### src/hw/front_params.svh
/*
  Widths, queue depths and reset pc of the instruction front end
*/
`ifndef FRONT_PARAMS_SVH
`define FRONT_PARAMS_SVH

// Instruction word, pc and immediate width
`define FRONT_XLEN 32

// AXI read data width, two instructions per beat
`define FRONT_BEAT_W 64

// Fetched word queue between fetch and decode
`define FRONT_FQ_DEPTH 4

// Decoded instruction queue in front of the decode port
`define FRONT_DQ_DEPTH 2

// First fetch address out of reset
`define FRONT_RESET_PC 32'h0000_1000

`endif

### src/hw/front_pkg.sv
/*
  Types shared by the fetch master, the queues and the decoder
*/
`include "front_params.svh"
`default_nettype none

package front_pkg;

  // Good read response
  localparam logic [1:0] axi_resp_okay = 2'b00;

  typedef enum logic [3:0] {
    OP_ALU     = 4'd0,
    OP_ALU_IMM = 4'd1,
    OP_LOAD    = 4'd2,
    OP_STORE   = 4'd3,
    OP_BRANCH  = 4'd4,
    OP_JAL     = 4'd5,
    OP_JALR    = 4'd6,
    OP_LUI     = 4'd7,
    OP_AUIPC   = 4'd8,
    OP_SYSTEM  = 4'd9,
    OP_ILLEGAL = 4'd10
  } op_class_t;

  // One instruction word as fetched
  typedef struct packed {
    logic [`FRONT_XLEN-1:0] pc;
    logic [`FRONT_XLEN-1:0] instr;
    logic                   fault;
  } fetch_pkt_t;

  // Decoded instruction handed to the back end
  typedef struct packed {
    logic [`FRONT_XLEN-1:0] pc;
    op_class_t              op;
    logic [2:0]             funct3;
    logic [4:0]             rd;
    logic [4:0]             rs1;
    logic [4:0]             rs2;
    logic [`FRONT_XLEN-1:0] imm;
    logic                   rd_en;
    logic                   illegal;
    logic                   fault;
  } dec_pkt_t;

endpackage : front_pkg

`default_nettype wire

### src/hw/axi_fetch_master.sv
/*
  Fetch master: issues single-beat AXI4 reads from the pc, drops reads
  overtaken by a redirect and splits each 64-bit beat into instruction words
*/
`timescale 1ns/1ps
`include "front_params.svh"
`default_nettype none

module axi_fetch_master (
  input  logic                     clk,
  input  logic                     rst_n,
  input  logic                     redirect_valid,
  input  logic [`FRONT_XLEN-1:0]   redirect_pc,
  output logic                     axi_arid,
  output logic [`FRONT_XLEN-1:0]   axi_araddr,
  output logic [7:0]               axi_arlen,
  output logic [2:0]               axi_arsize,
  output logic [1:0]               axi_arburst,
  output logic                     axi_arvalid,
  input  logic                     axi_arready,
  input  logic                     axi_rid,
  input  logic [`FRONT_BEAT_W-1:0] axi_rdata,
  input  logic [1:0]               axi_rresp,
  input  logic                     axi_rlast,
  input  logic                     axi_rvalid,
  output logic                     axi_rready,
  output logic                     fq_in_valid,
  output front_pkg::fetch_pkt_t    fq_in_data,
  input  logic                     fq_in_ready
);

  typedef enum logic [1:0] {
    IDLE    = 2'b00,
    ADDRESS = 2'b01,
    DATA    = 2'b10
  } rd_state_t;

  rd_state_t                state;
  // pc of the next word to push, also the source of the next fetch
  logic [`FRONT_XLEN-1:0]   pc;
  logic [`FRONT_XLEN-1:0]   ar_addr;
  logic                     drop;
  logic [`FRONT_BEAT_W-1:0] beat_data;
  logic                     beat_fault;
  logic                     beat_valid;
  logic                     ar_fire;
  logic                     r_fire;
  logic                     push;

  assign ar_fire = axi_arvalid && axi_arready;
  assign r_fire  = axi_rvalid && axi_rready;
  assign push    = fq_in_valid && fq_in_ready;

  // One beat, INCR, eight bytes, fixed id
  assign axi_arid    = 1'b0;
  assign axi_araddr  = ar_addr;
  assign axi_arlen   = 8'd0;
  assign axi_arsize  = 3'd3;
  assign axi_arburst = 2'b01;
  assign axi_arvalid = (state == ADDRESS);
  assign axi_rready  = (state == DATA) && !beat_valid;

  always_ff @(posedge clk or negedge rst_n) begin
    if (!rst_n) begin
      state <= IDLE;
      drop  <= 1'b0;
    end else begin
      case (state)
        IDLE: begin
          // Next read waits until the last word of the beat is pushed
          if (!beat_valid && !redirect_valid) begin
            state <= ADDRESS;
          end
        end
        ADDRESS: begin
          if (ar_fire) begin
            state <= DATA;
          end
          if (redirect_valid) begin
            drop <= 1'b1;
          end
        end
        DATA: begin
          if (r_fire) begin
            state <= IDLE;
            drop  <= 1'b0;
          end else if (redirect_valid) begin
            drop <= 1'b1;
          end
        end
        default: state <= IDLE;
      endcase
    end
  end

  always_ff @(posedge clk) begin
    if (state == IDLE) begin
      ar_addr <= {pc[`FRONT_XLEN-1:3], 3'b000};
    end
    if (r_fire) begin
      beat_data <= axi_rdata;
    end
  end

  always_ff @(posedge clk or negedge rst_n) begin
    if (!rst_n) begin
      pc         <= `FRONT_RESET_PC;
      beat_valid <= 1'b0;
      beat_fault <= 1'b0;
    end else if (redirect_valid) begin
      pc         <= {redirect_pc[`FRONT_XLEN-1:2], 2'b00};
      beat_valid <= 1'b0;
    end else if (r_fire && !drop) begin
      beat_valid <= 1'b1;
      beat_fault <= (axi_rresp != front_pkg::axi_resp_okay);
    end else if (push) begin
      pc <= pc + `FRONT_XLEN'(4);
      // Upper word ends the beat
      if (pc[2]) begin
        beat_valid <= 1'b0;
      end
    end
  end

  always_comb begin
    fq_in_valid       = beat_valid;
    fq_in_data.pc     = pc;
    fq_in_data.instr  = pc[2] ? beat_data[`FRONT_BEAT_W-1:`FRONT_XLEN]
                              : beat_data[`FRONT_XLEN-1:0];
    fq_in_data.fault  = beat_fault;
  end

  // Address holds while the slave stalls the request
  ar_stable_a: assert property (@(posedge clk) disable iff (!rst_n)
    axi_arvalid && !axi_arready |=> axi_arvalid && $stable(axi_araddr));

  // Every beat closes the single-beat burst on the id we issued
  r_last_a: assert property (@(posedge clk) disable iff (!rst_n)
    r_fire |-> axi_rlast && (axi_rid == axi_arid));

endmodule : axi_fetch_master

`default_nettype wire

### src/hw/instr_queue.sv
/*
  Synchronous FIFO for any packed payload, emptied by flush
*/
`timescale 1ns/1ps
`default_nettype none

module instr_queue #(
  parameter type payload_t = logic,
  parameter int  DEPTH     = 4
) (
  input  logic     clk,
  input  logic     rst_n,
  input  logic     flush,
  input  logic     in_valid,
  output logic     in_ready,
  input  payload_t in_data,
  output logic     out_valid,
  input  logic     out_ready,
  output payload_t out_data
);

  localparam int PTR_W = (DEPTH > 1) ? $clog2(DEPTH) : 1;
  localparam int CNT_W = $clog2(DEPTH + 1);
  localparam logic [PTR_W-1:0] LAST = PTR_W'(DEPTH - 1);

  payload_t         mem [DEPTH];
  logic [PTR_W-1:0] wr_ptr;
  logic [PTR_W-1:0] rd_ptr;
  logic [CNT_W-1:0] count;
  logic             push;
  logic             pop;

  // No pass-through when full
  assign in_ready  = (count != CNT_W'(DEPTH));
  assign out_valid = (count != '0);
  assign out_data  = mem[rd_ptr];
  assign push      = in_valid && in_ready;
  assign pop       = out_valid && out_ready;

  always_ff @(posedge clk or negedge rst_n) begin
    if (!rst_n) begin
      wr_ptr <= '0;
      rd_ptr <= '0;
      count  <= '0;
    end else if (flush) begin
      wr_ptr <= '0;
      rd_ptr <= '0;
      count  <= '0;
    end else begin
      if (push) begin
        wr_ptr <= (wr_ptr == LAST) ? '0 : wr_ptr + 1'b1;
      end
      if (pop) begin
        rd_ptr <= (rd_ptr == LAST) ? '0 : rd_ptr + 1'b1;
      end
      case ({push, pop})
        2'b10:   count <= count + 1'b1;
        2'b01:   count <= count - 1'b1;
        default: count <= count;
      endcase
    end
  end

  always_ff @(posedge clk) begin
    if (push) begin
      mem[wr_ptr] <= in_data;
    end
  end

  // Count never passes the number of slots
  overflow_a: assert property (@(posedge clk) disable iff (!rst_n)
    count <= CNT_W'(DEPTH));

  // Empty queue keeps its pointers together
  underflow_a: assert property (@(posedge clk) disable iff (!rst_n)
    (count == '0) |-> (wr_ptr == rd_ptr));

endmodule : instr_queue

`default_nettype wire

### src/hw/id_stage.sv
/*
  RV32I decoder: operation class, register fields, immediate and
  illegal/fault flags, combinational between the two queues
*/
`timescale 1ns/1ps
`include "front_params.svh"
`default_nettype none

module id_stage (
  input  logic                  in_valid,
  output logic                  in_ready,
  input  front_pkg::fetch_pkt_t in_data,
  output logic                  out_valid,
  input  logic                  out_ready,
  output front_pkg::dec_pkt_t   out_data
);

  logic [`FRONT_XLEN-1:0] instr;
  front_pkg::op_class_t   op;
  logic [`FRONT_XLEN-1:0] imm_i;
  logic [`FRONT_XLEN-1:0] imm_s;
  logic [`FRONT_XLEN-1:0] imm_b;
  logic [`FRONT_XLEN-1:0] imm_u;
  logic [`FRONT_XLEN-1:0] imm_j;

  assign instr     = in_data.instr;
  assign in_ready  = out_ready;
  assign out_valid = in_valid;

  assign imm_i = {{20{instr[31]}}, instr[31:20]};
  assign imm_s = {{20{instr[31]}}, instr[31:25], instr[11:7]};
  assign imm_b = {{19{instr[31]}}, instr[31], instr[7], instr[30:25], instr[11:8], 1'b0};
  assign imm_u = {instr[31:12], 12'b0};
  assign imm_j = {{11{instr[31]}}, instr[31], instr[19:12], instr[20], instr[30:21], 1'b0};

  // Full 7-bit match, so bits 1:0 other than 2'b11 fall to illegal
  always_comb begin
    case (instr[6:0])
      7'b0110011: op = front_pkg::OP_ALU;
      7'b0010011: op = front_pkg::OP_ALU_IMM;
      7'b0000011: op = front_pkg::OP_LOAD;
      7'b0100011: op = front_pkg::OP_STORE;
      7'b1100011: op = front_pkg::OP_BRANCH;
      7'b1101111: op = front_pkg::OP_JAL;
      7'b1100111: op = front_pkg::OP_JALR;
      7'b0110111: op = front_pkg::OP_LUI;
      7'b0010111: op = front_pkg::OP_AUIPC;
      7'b1110011: op = front_pkg::OP_SYSTEM;
      default:    op = front_pkg::OP_ILLEGAL;
    endcase
  end

  always_comb begin
    out_data.pc     = in_data.pc;
    out_data.op     = op;
    out_data.funct3 = instr[14:12];
    out_data.rd     = instr[11:7];
    out_data.rs1    = instr[19:15];
    out_data.rs2    = instr[24:20];

    case (op)
      front_pkg::OP_ALU_IMM,
      front_pkg::OP_LOAD,
      front_pkg::OP_JALR:   out_data.imm = imm_i;
      front_pkg::OP_STORE:  out_data.imm = imm_s;
      front_pkg::OP_BRANCH: out_data.imm = imm_b;
      front_pkg::OP_LUI,
      front_pkg::OP_AUIPC:  out_data.imm = imm_u;
      front_pkg::OP_JAL:    out_data.imm = imm_j;
      default:              out_data.imm = '0;
    endcase

    // Writes to x0 never enable the destination
    case (op)
      front_pkg::OP_ALU,
      front_pkg::OP_ALU_IMM,
      front_pkg::OP_LOAD,
      front_pkg::OP_JAL,
      front_pkg::OP_JALR,
      front_pkg::OP_LUI,
      front_pkg::OP_AUIPC: out_data.rd_en = (instr[11:7] != 5'd0);
      default:             out_data.rd_en = 1'b0;
    endcase

    // A bus error makes the word unusable as well
    out_data.illegal = (op == front_pkg::OP_ILLEGAL) || in_data.fault;
    out_data.fault   = in_data.fault;
  end

endmodule : id_stage

`default_nettype wire

### src/hw/riscv_front.sv
/*
  Instruction front end: AXI4 fetch master, fetch queue, RV32I decoder
  and decoded queue, with a redirect that flushes the whole path
*/
`timescale 1ns/1ps
`include "front_params.svh"
`default_nettype none

module riscv_front (
  input  logic                     clk,
  input  logic                     rst_n,

  input  logic                     redirect_valid,
  input  logic [`FRONT_XLEN-1:0]   redirect_pc,

  // AR channel
  output logic                     axi_arid,
  output logic [`FRONT_XLEN-1:0]   axi_araddr,
  output logic [7:0]               axi_arlen,
  output logic [2:0]               axi_arsize,
  output logic [1:0]               axi_arburst,
  output logic                     axi_arvalid,
  input  logic                     axi_arready,

  // R channel
  input  logic                     axi_rid,
  input  logic [`FRONT_BEAT_W-1:0] axi_rdata,
  input  logic [1:0]               axi_rresp,
  input  logic                     axi_rlast,
  input  logic                     axi_rvalid,
  output logic                     axi_rready,

  // Decode port
  output logic                     dec_valid,
  input  logic                     dec_ready,
  output logic [`FRONT_XLEN-1:0]   dec_pc,
  output front_pkg::op_class_t     dec_op,
  output logic [2:0]               dec_funct3,
  output logic [4:0]               dec_rd,
  output logic [4:0]               dec_rs1,
  output logic [4:0]               dec_rs2,
  output logic [`FRONT_XLEN-1:0]   dec_imm,
  output logic                     dec_rd_en,
  output logic                     dec_illegal,
  output logic                     dec_fault
);

  logic                  fq_in_valid;
  logic                  fq_in_ready;
  front_pkg::fetch_pkt_t fq_in_data;
  logic                  fq_out_valid;
  logic                  fq_out_ready;
  front_pkg::fetch_pkt_t fq_out_data;
  logic                  dq_in_valid;
  logic                  dq_in_ready;
  front_pkg::dec_pkt_t   dq_in_data;
  front_pkg::dec_pkt_t   dq_out_data;

  axi_fetch_master fetch_i (
    .clk           (clk),
    .rst_n         (rst_n),
    .redirect_valid(redirect_valid),
    .redirect_pc   (redirect_pc),
    .axi_arid      (axi_arid),
    .axi_araddr    (axi_araddr),
    .axi_arlen     (axi_arlen),
    .axi_arsize    (axi_arsize),
    .axi_arburst   (axi_arburst),
    .axi_arvalid   (axi_arvalid),
    .axi_arready   (axi_arready),
    .axi_rid       (axi_rid),
    .axi_rdata     (axi_rdata),
    .axi_rresp     (axi_rresp),
    .axi_rlast     (axi_rlast),
    .axi_rvalid    (axi_rvalid),
    .axi_rready    (axi_rready),
    .fq_in_valid   (fq_in_valid),
    .fq_in_data    (fq_in_data),
    .fq_in_ready   (fq_in_ready)
  );

  instr_queue #(
    .payload_t(front_pkg::fetch_pkt_t),
    .DEPTH    (`FRONT_FQ_DEPTH)
  ) fetch_q_i (
    .clk      (clk),
    .rst_n    (rst_n),
    .flush    (redirect_valid),
    .in_valid (fq_in_valid),
    .in_ready (fq_in_ready),
    .in_data  (fq_in_data),
    .out_valid(fq_out_valid),
    .out_ready(fq_out_ready),
    .out_data (fq_out_data)
  );

  id_stage id_i (
    .in_valid (fq_out_valid),
    .in_ready (fq_out_ready),
    .in_data  (fq_out_data),
    .out_valid(dq_in_valid),
    .out_ready(dq_in_ready),
    .out_data (dq_in_data)
  );

  instr_queue #(
    .payload_t(front_pkg::dec_pkt_t),
    .DEPTH    (`FRONT_DQ_DEPTH)
  ) dec_q_i (
    .clk      (clk),
    .rst_n    (rst_n),
    .flush    (redirect_valid),
    .in_valid (dq_in_valid),
    .in_ready (dq_in_ready),
    .in_data  (dq_in_data),
    .out_valid(dec_valid),
    .out_ready(dec_ready),
    .out_data (dq_out_data)
  );

  // Decoded packet onto the loose port fields
  assign dec_pc      = dq_out_data.pc;
  assign dec_op      = dq_out_data.op;
  assign dec_funct3  = dq_out_data.funct3;
  assign dec_rd      = dq_out_data.rd;
  assign dec_rs1     = dq_out_data.rs1;
  assign dec_rs2     = dq_out_data.rs2;
  assign dec_imm     = dq_out_data.imm;
  assign dec_rd_en   = dq_out_data.rd_en;
  assign dec_illegal = dq_out_data.illegal;
  assign dec_fault   = dq_out_data.fault;

endmodule : riscv_front

`default_nettype wire

### config.mk
export PLATFORM = sky130hd
export DESIGN_NAME = riscv_front
export DESIGN_NICKNAME = d
export VERILOG_FILES = /design/src/hw/front_pkg.sv /design/src/hw/axi_fetch_master.sv /design/src/hw/instr_queue.sv /design/src/hw/id_stage.sv /design/src/hw/riscv_front.sv
export VERILOG_INCLUDE_DIRS = /design/src /design/src/hw
export SDC_FILE = /design/constraint.sdc
export NUM_CORES = 1
export LEC_CHECK = 0
export BUFFER_PORTS_ARGS = -buffer_cell sky130_fd_sc_hd__buf_2
export CAP_MARGIN = 5
export CORE_MARGIN = 1
export CORE_UTILIZATION = 45
export DETAILED_ROUTE_END_ITERATION = 8
export PLACE_DENSITY = 0.64
export SETUP_SLACK_MARGIN = 0.2
export SLEW_MARGIN = 20
export SYNTH_ARGS = -nofsm -noshare
export SYNTH_HDL_FRONTEND = slang
export SYNTH_SLANG_ARGS = --single-unit
### constraint.sdc
create_clock -name clk -period 5.45 [get_ports clk]
set_clock_uncertainty 0.2 [all_clocks]
set_input_delay 1.3625 -clock clk [delete_from_list [all_inputs] [get_ports clk]]
set_output_delay 1.3625 -clock clk [all_outputs]
set_load 0.05 [all_outputs]
== Yosys cells after proc, flatten, opt, wreduce, memory -nomap -nowiden ==
Memory sizes are Yosys's and may differ from the RTL's.
Cells that the tools add are included.

* Memories: 2
* Word-level logic and storage cells: 129
* Output and inout port bits: 138
* Register bits after elaboration: 141
* Bits in writable memories: 438

{| class="wikitable"
|+ Memory list
! memory !! words !! width !! rd ports !! clocked after memory_dff !! wr ports !! line !! source
|-
| fetch_q_i.mem || 4 || 65 || 1 || 0 || 1 || instr_queue.sv:26 || <nowiki>payload_t mem [DEPTH];</nowiki>
|-
| dec_q_i.mem || 2 || 89 || 1 || 0 || 1 || instr_queue.sv:26 ||
|}

* Muxes and demuxes: 38
* Reductions and logical operators: 33
* $add $sub $neg: 9
* Eq/ne operators: 33
* Bitwise operators: 1

{| class="wikitable"
|+ Operators with widths
! operator !! number
|-
| 32-bit case mux with 5 select lines || 1
|-
| 32-bit two-way mux || 4
|-
| 4-bit case mux with 10 select lines || 1
|-
| 32-bit by 3-bit adder with 32-bit output (second input constant) || 1
|-
| 7-bit equality test (second input constant) || 4
|-
| 7-bit by 6-bit equality test with 1-bit output (second input constant) || 3
|-
| 2-bit two-way mux || 10
|-
| 1-bit two-way mux || 17
|-
| 4-bit by 3-bit equality test with 1-bit output (second input constant) || 4
|-
| 3-bit nonzero test || 5
|-
| 7-bit by 5-bit equality test with 1-bit output (second input constant) || 2
|-
| 2-bit nonzero test || 6
|-
| 2-bit equality test (second input constant) || 5
|-
| 4-bit by 2-bit equality test with 1-bit output (second input constant) || 2
|-
| 4-bit equality test (second input constant) || 2
|-
| 1-bit logical AND || 8
|-
| 7-bit by 2-bit equality test with 1-bit output (second input constant) || 1
|-
| 7-bit OR reduction || 1
|-
| 2-bit by 1-bit adder with 2-bit output (second input constant) || 3
|-
| 2-bit by 1-bit equality test with 1-bit output (second input constant) || 3
|-
| 2-bit inequality test (second input constant) || 3
|-
| 2-bit case mux with 3 select lines || 1
|-
| 3-bit case mux with 2 select lines || 1
|-
| 2-bit AND reduction || 3
|-
| 19 further kinds || 23
|}

== Depth between registers and ports, before layout ==
* Depth after elaboration: 6
* Mapped depth: 10
* Gate-level depth less buffers: 8

== Modules after synthesis ==
A second synthesis with hierarchy kept.

* Cell total of the unflattened synthesis: 1256
* Area, all modules: 23518.8 um2

{| class="wikitable"
|+ By module, submodules not included
! module !! area each (um2) !! times used !! cells each
|-
| instr_queue (fetch_q_i) || 9950.8 || 1 || 404
|-
| instr_queue (dec_q_i) || 7024.2 || 1 || 301
|-
| axi_fetch_master || 5439.0 || 1 || 392
|-
| id_stage || 1104.8 || 1 || 159
|}

== Least setup slack after synthesis ==
OpenSTA, ideal clock, no wires.

* Path type: register to register
* Start: register dec_q_i.count[1]
* End: memory dec_q_i.mem[0][0] in the netlist's numbering (enable)
* Clock period less this slack: 5.247 ns
* Library setup time: 0.533 ns
* Cell stages (with the launch flop): 4
* Slack: 0.203 ns
* Data arrival time: 4.514 ns
* Buffers on the path: 0
* Cell sequence: dfrtp_1 -> nor2b_1 -> or2_2 -> nor2_1

* Cells in the longest elaborated chain, start to end: 4

{| class="wikitable"
|+ RTL lines
! element !! line !! source
|-
| start, declared || instr_queue.sv:29 || <nowiki>logic [CNT_W-1:0] count;</nowiki>
|-
| start signal, assigned || instr_queue.sv:57 || <nowiki>2'b10: count <= count + 1'b1;</nowiki>
|-
| start signal, assigned || instr_queue.sv:58 || <nowiki>2'b01: count <= count - 1'b1;</nowiki>
|-
| start signal, assigned || instr_queue.sv:59 || <nowiki>default: count <= count;</nowiki>
|-
| 2-bit inequality test || instr_queue.sv:34 || <nowiki>assign in_ready = (count != CNT_W'(DEPTH));</nowiki>
|-
| 1-bit logical AND || instr_queue.sv:37 || <nowiki>assign push = in_valid && in_ready;</nowiki>
|-
| 1-bit two-way mux || instr_queue.sv:65 || <nowiki>if (push) begin</nowiki>
|-
| 1-bit two-way mux (not written as such) || instr_queue.sv:66 || <nowiki>mem[wr_ptr] <= in_data;</nowiki>
|-
| end, declared || instr_queue.sv:26 ||
|}

No other way between the ends.

== Worst setup path after layout ==
* Start: register dec_q_i.rd_ptr
* End: output dec_pc[19]

* Cells in the longest elaborated chain, start to end: 1

{| class="wikitable"
|+ RTL lines
! element !! line !! source
|-
| start, declared || instr_queue.sv:28 || <nowiki>logic [PTR_W-1:0] rd_ptr;</nowiki>
|-
| start signal, assigned || instr_queue.sv:54 || <nowiki>rd_ptr <= (rd_ptr == LAST) ? '0 : rd_ptr + 1'b1;</nowiki>
|-
| memory 2 x 89 bit || -- ||
|-
| end, declared || riscv_front.sv:36 || <nowiki>output logic [`FRONT_XLEN-1:0] dec_pc,</nowiki>
|}

No other way between the ends.

==> impl_metrics.toml <==
[global_routing]
global_route_wire_length_before_repair_mm = 67.4
grt_antenna_before_repair = 2
grt_overflow = 0
track_usage_pct = 18.2
maximum_number_of_pins_on_one_net_before_global_route_repair = 66
first_global_vias = 11100

[power_and_ir_drop]
peakVddDrop_mv = 0.362
finalPower_mw = 14.2
cellPowerDensity_mw_per_mm2 = 561
static-leakage-power_nw = 8.83

[worst_setup_path]
crit-reg2reg-capture = "dec_q_i.mem[0][19]"
r2r_setup_slack_ps = 2140
cp_data_required_time_ps = 3890
critPathKind = "flip-flop to primary output"
timing.critical_path.from_type = "flip-flop"
startpoint = "dec_q_i.rd_ptr"
timing.critical_path.to = "dec_pc[19]"
rr_worst_depth = 5
worst_r2r_start = "fetch_q_i.rd_ptr[0]"
timing.critical_path.fanout_max = 53
cp_data_arrival_time_ps = 2440
setup.worst_path.end_class = "primary output"

[timing]
timing.final.crit_share_pct = 73.4
maxSlewHeadroom_pct = 21.7
hold_ws_ps = 334
worst_pin_slew_ps = 1170
grt_setup_unrepaired = "no"
max_slew_vio_count = 0
timing.final.crit_period_ps = 4000
tns_ps = 0
finalSetupViolations = 0
hold_viol_final = 0
achievable-frequency_ghz = 0.250

[run_status]
status = "finished, final reports clean"

[routing]
drc_errors = 0
avgViaCountPerCell = 5.28
firstDrtPassIters = 4
wl_per_cell_um = 21.5
drt-initial-drc-count = 750
postRouteWirelength_mm = 44.3
route.vias.total = 10900
ant_nets = 0

[finish]
final_standard_cell_utilization_of_the_core_pct = 53.0
number_of_nets_in_the_layout = 1510
design_area_mm2 = 0.0254
layout_common_cells = "sky130_fd_sc_hd__edfxtp_1 (519), sky130_fd_sc_hd__buf_2 (220), sky130_fd_sc_hd__mux2_2 (120), sky130_fd_sc_hd__nand2_1 (78), sky130_fd_sc_hd__mux4_2 (62)"
insertedDiodeCount = 0
layout_commonest_cell = "sky130_fd_sc_hd__edfxtp_1"
area_growth_syn_to_layout_pct = 16.0
fillers = 3821
drive_gt1_share_pct = 36.0

[synth]
synthesized_area_per_cell_um2 = 18.9
synthCells = 1156
synthArstFlopShare_pct = 8.14
synth_top_cell_area_share_pct = 71.3
ys_ff_latch = 565
synth_top_cell_by_area = "sky130_fd_sc_hd__edfxtp_1"
syn_area_mm2 = 0.0219
synth_top_flop_cell = "sky130_fd_sc_hd__edfxtp_1"
synth.yosys.seq_area_share_pct = 76.6
yosysWarnings = 0
synth_enable_flop_cells = 519
synthDistinctLibCells = 60
synth_top_cells_by_area = "sky130_fd_sc_hd__edfxtp_1 (71%), sky130_fd_sc_hd__mux4_2 (6.4%), sky130_fd_sc_hd__mux2_2 (6.2%)"

[floorplanning]
floorplan.initialDensity_pct = 45.7
io_pins = 244
chipWidth_um = 222
die_area_mm2 = 0.0495
placement_rows = 80
core_area_mm2 = 0.0478
dieHeight_um = 222

[clocking]
tritoncts = "built"
clk_pin_slew_worst_paths_ps = 60
postCtsResizedCells = 0
cts_made_buffers = 56
clk_root_buffer_cell = "sky130_fd_sc_hd__clkbuf_16"
clock-sinks = 565
cts_buffer_depth = 3
clock_insertion_delay_worst_skew_ps = 600
holdBufCountCts = 0
cts_max_level = 2
postCtsSetupRepairBufs = 0

[min_path]
hold_path_class = "flip-flop to flip-flop"

[placed_design]
post-dp-hpwl_mm = 26.7
io_buffer_count = 220
place.gp.congestion = 0.796
post_dp_area_mm2 = 0.0236

[flow_run]
max_cap_violation_count = 0
[stage by stage]
stage | std cells | setup slack [ps]
after floorplan | 1173 | 203
after global placement | 1951 | 2020
after detailed placement | 1951 | 2020
after CTS | 2056 | 1360
after global routing | 2057 | 1300
final | 2057 | 1450
[synth_stat cells, types with 7 or more instances]
cell type                  number
sky130_fd_sc_hd__nor2_1        28
sky130_fd_sc_hd__xor2_1        13
sky130_fd_sc_hd__nand4_1       10
sky130_fd_sc_hd__buf_2         16
sky130_fd_sc_hd__ha_1           8
sky130_fd_sc_hd__inv_1         11
sky130_fd_sc_hd__buf_1          7
sky130_fd_sc_hd__and3_1        13
sky130_fd_sc_hd__mux2_2       120
sky130_fd_sc_hd__mux4_2        62
sky130_fd_sc_hd__clkbuf_1      26
sky130_fd_sc_hd__nand2_1       78
sky130_fd_sc_hd__buf_4         19
sky130_fd_sc_hd__a21oi_1       12
sky130_fd_sc_hd__dfrtp_1       45
sky130_fd_sc_hd__xnor2_1       25
sky130_fd_sc_hd__nor4_1         8
sky130_fd_sc_hd__nor2b_1       13
sky130_fd_sc_hd__edfxtp_1     519
sky130_fd_sc_hd__nand3_1        8
sky130_fd_sc_hd__a21o_1         9
sky130_fd_sc_hd__o21ai_0       35
sky130_fd_sc_hd__nor3_1        10
[metal layers]
metal	vias up	wire length (um)	track usage, %
li1	4958	-	-
met1	5567	19200	24.7
met2	256	22100	30.1
met3	71	2010	3.44
met4	4	953	5.29
met5	-	17	0
[cell type report]
class | instances | area (um^2) | area share, %
Clock buffer | 76 | 1560 | 6.15
Clock inverter | 29 | 184 | 0.726
Inverter | 11 | 41.3 | 0.163
Multi-Input combinational cell | 526 | 4810 | 19.0
Sequential cell | 565 | 16700 | 66.1
Tap cell | 615 | 769 | 3.04
Timing Repair Buffer | 235 | 1240 | 4.89
[registers in the layout, summed over array words and instances (netlist names)]
register	cells
fetch_i.beat_data	64
dec_q_i.wr_ptr	1
dec_q_i.rd_ptr	1
fetch_i.state	2
dec_q_i.mem	174
fetch_q_i.count	3
fetch_q_i.wr_ptr	2
fetch_i.axi_araddr	29
fetch_i.drop	1
fetch_i.beat_fault	1
fetch_q_i.mem	252
dec_q_i.count	2
fetch_q_i.rd_ptr	2
fetch_i.pc	30
fetch_i.fq_in_valid	1
[worst max-delay path: stages (launching register included)]
cell and delay [ps]:
sky130_fd_sc_hd__dfrtp_4 770, sky130_fd_sc_hd__buf_12 410, sky130_fd_sc_hd__mux2_2 410, sky130_fd_sc_hd__buf_2 220
[power breakdown]
group / switching [mW] / leakage, nW / total (mW) / internal (mW)
logic: 3.22 / 2.62 / 4.47 / 1.25
registers: 0.326 / 5.35 / 6.12 / 5.79
clock network: 1.58 / 0.855 / 3.63 / 2.05
total: 5.12 / 8.83 / 14.2 / 9.09
[kinds of logic after synthesis]
logic type / count (synthesis) / share of synthesized area, %
AO/OA/AOI/OAI: 79 / 2.25
XOR/XNOR: 38 / 1.52
adder cells (fa/ha/maj): 9 / 0.549
buffers and inverters: 82 / 1.93
flip-flops: 565 / 76.6
multiplexers: 185 / 12.7
other: 2 / 0.0344
AND/OR/NAND/NOR: 196 / 4.45
[worst min path at each step]
stage | from | to | slack, ps | depth (start not counted)
3_3_place_gp | fetch_i.beat_fault | fetch_q_i.mem[3][0] | 290 | 0
3_5_place_dp | fetch_i.beat_fault | fetch_q_i.mem[3][0] | 310 | 0
6_report | fetch_i.beat_fault | fetch_q_i.mem[3][0] | 330 | 0
2_1_floorplan | fetch_i.beat_fault | fetch_q_i.mem[0][0] | 280 | 0
4_1_cts | fetch_i.beat_fault | fetch_q_i.mem[3][0] | 330 | 0
5_1_grt | fetch_i.beat_fault | fetch_q_i.mem[2][0] | 360 | 0
Note: power is estimated with default switching activity, not from simulation.
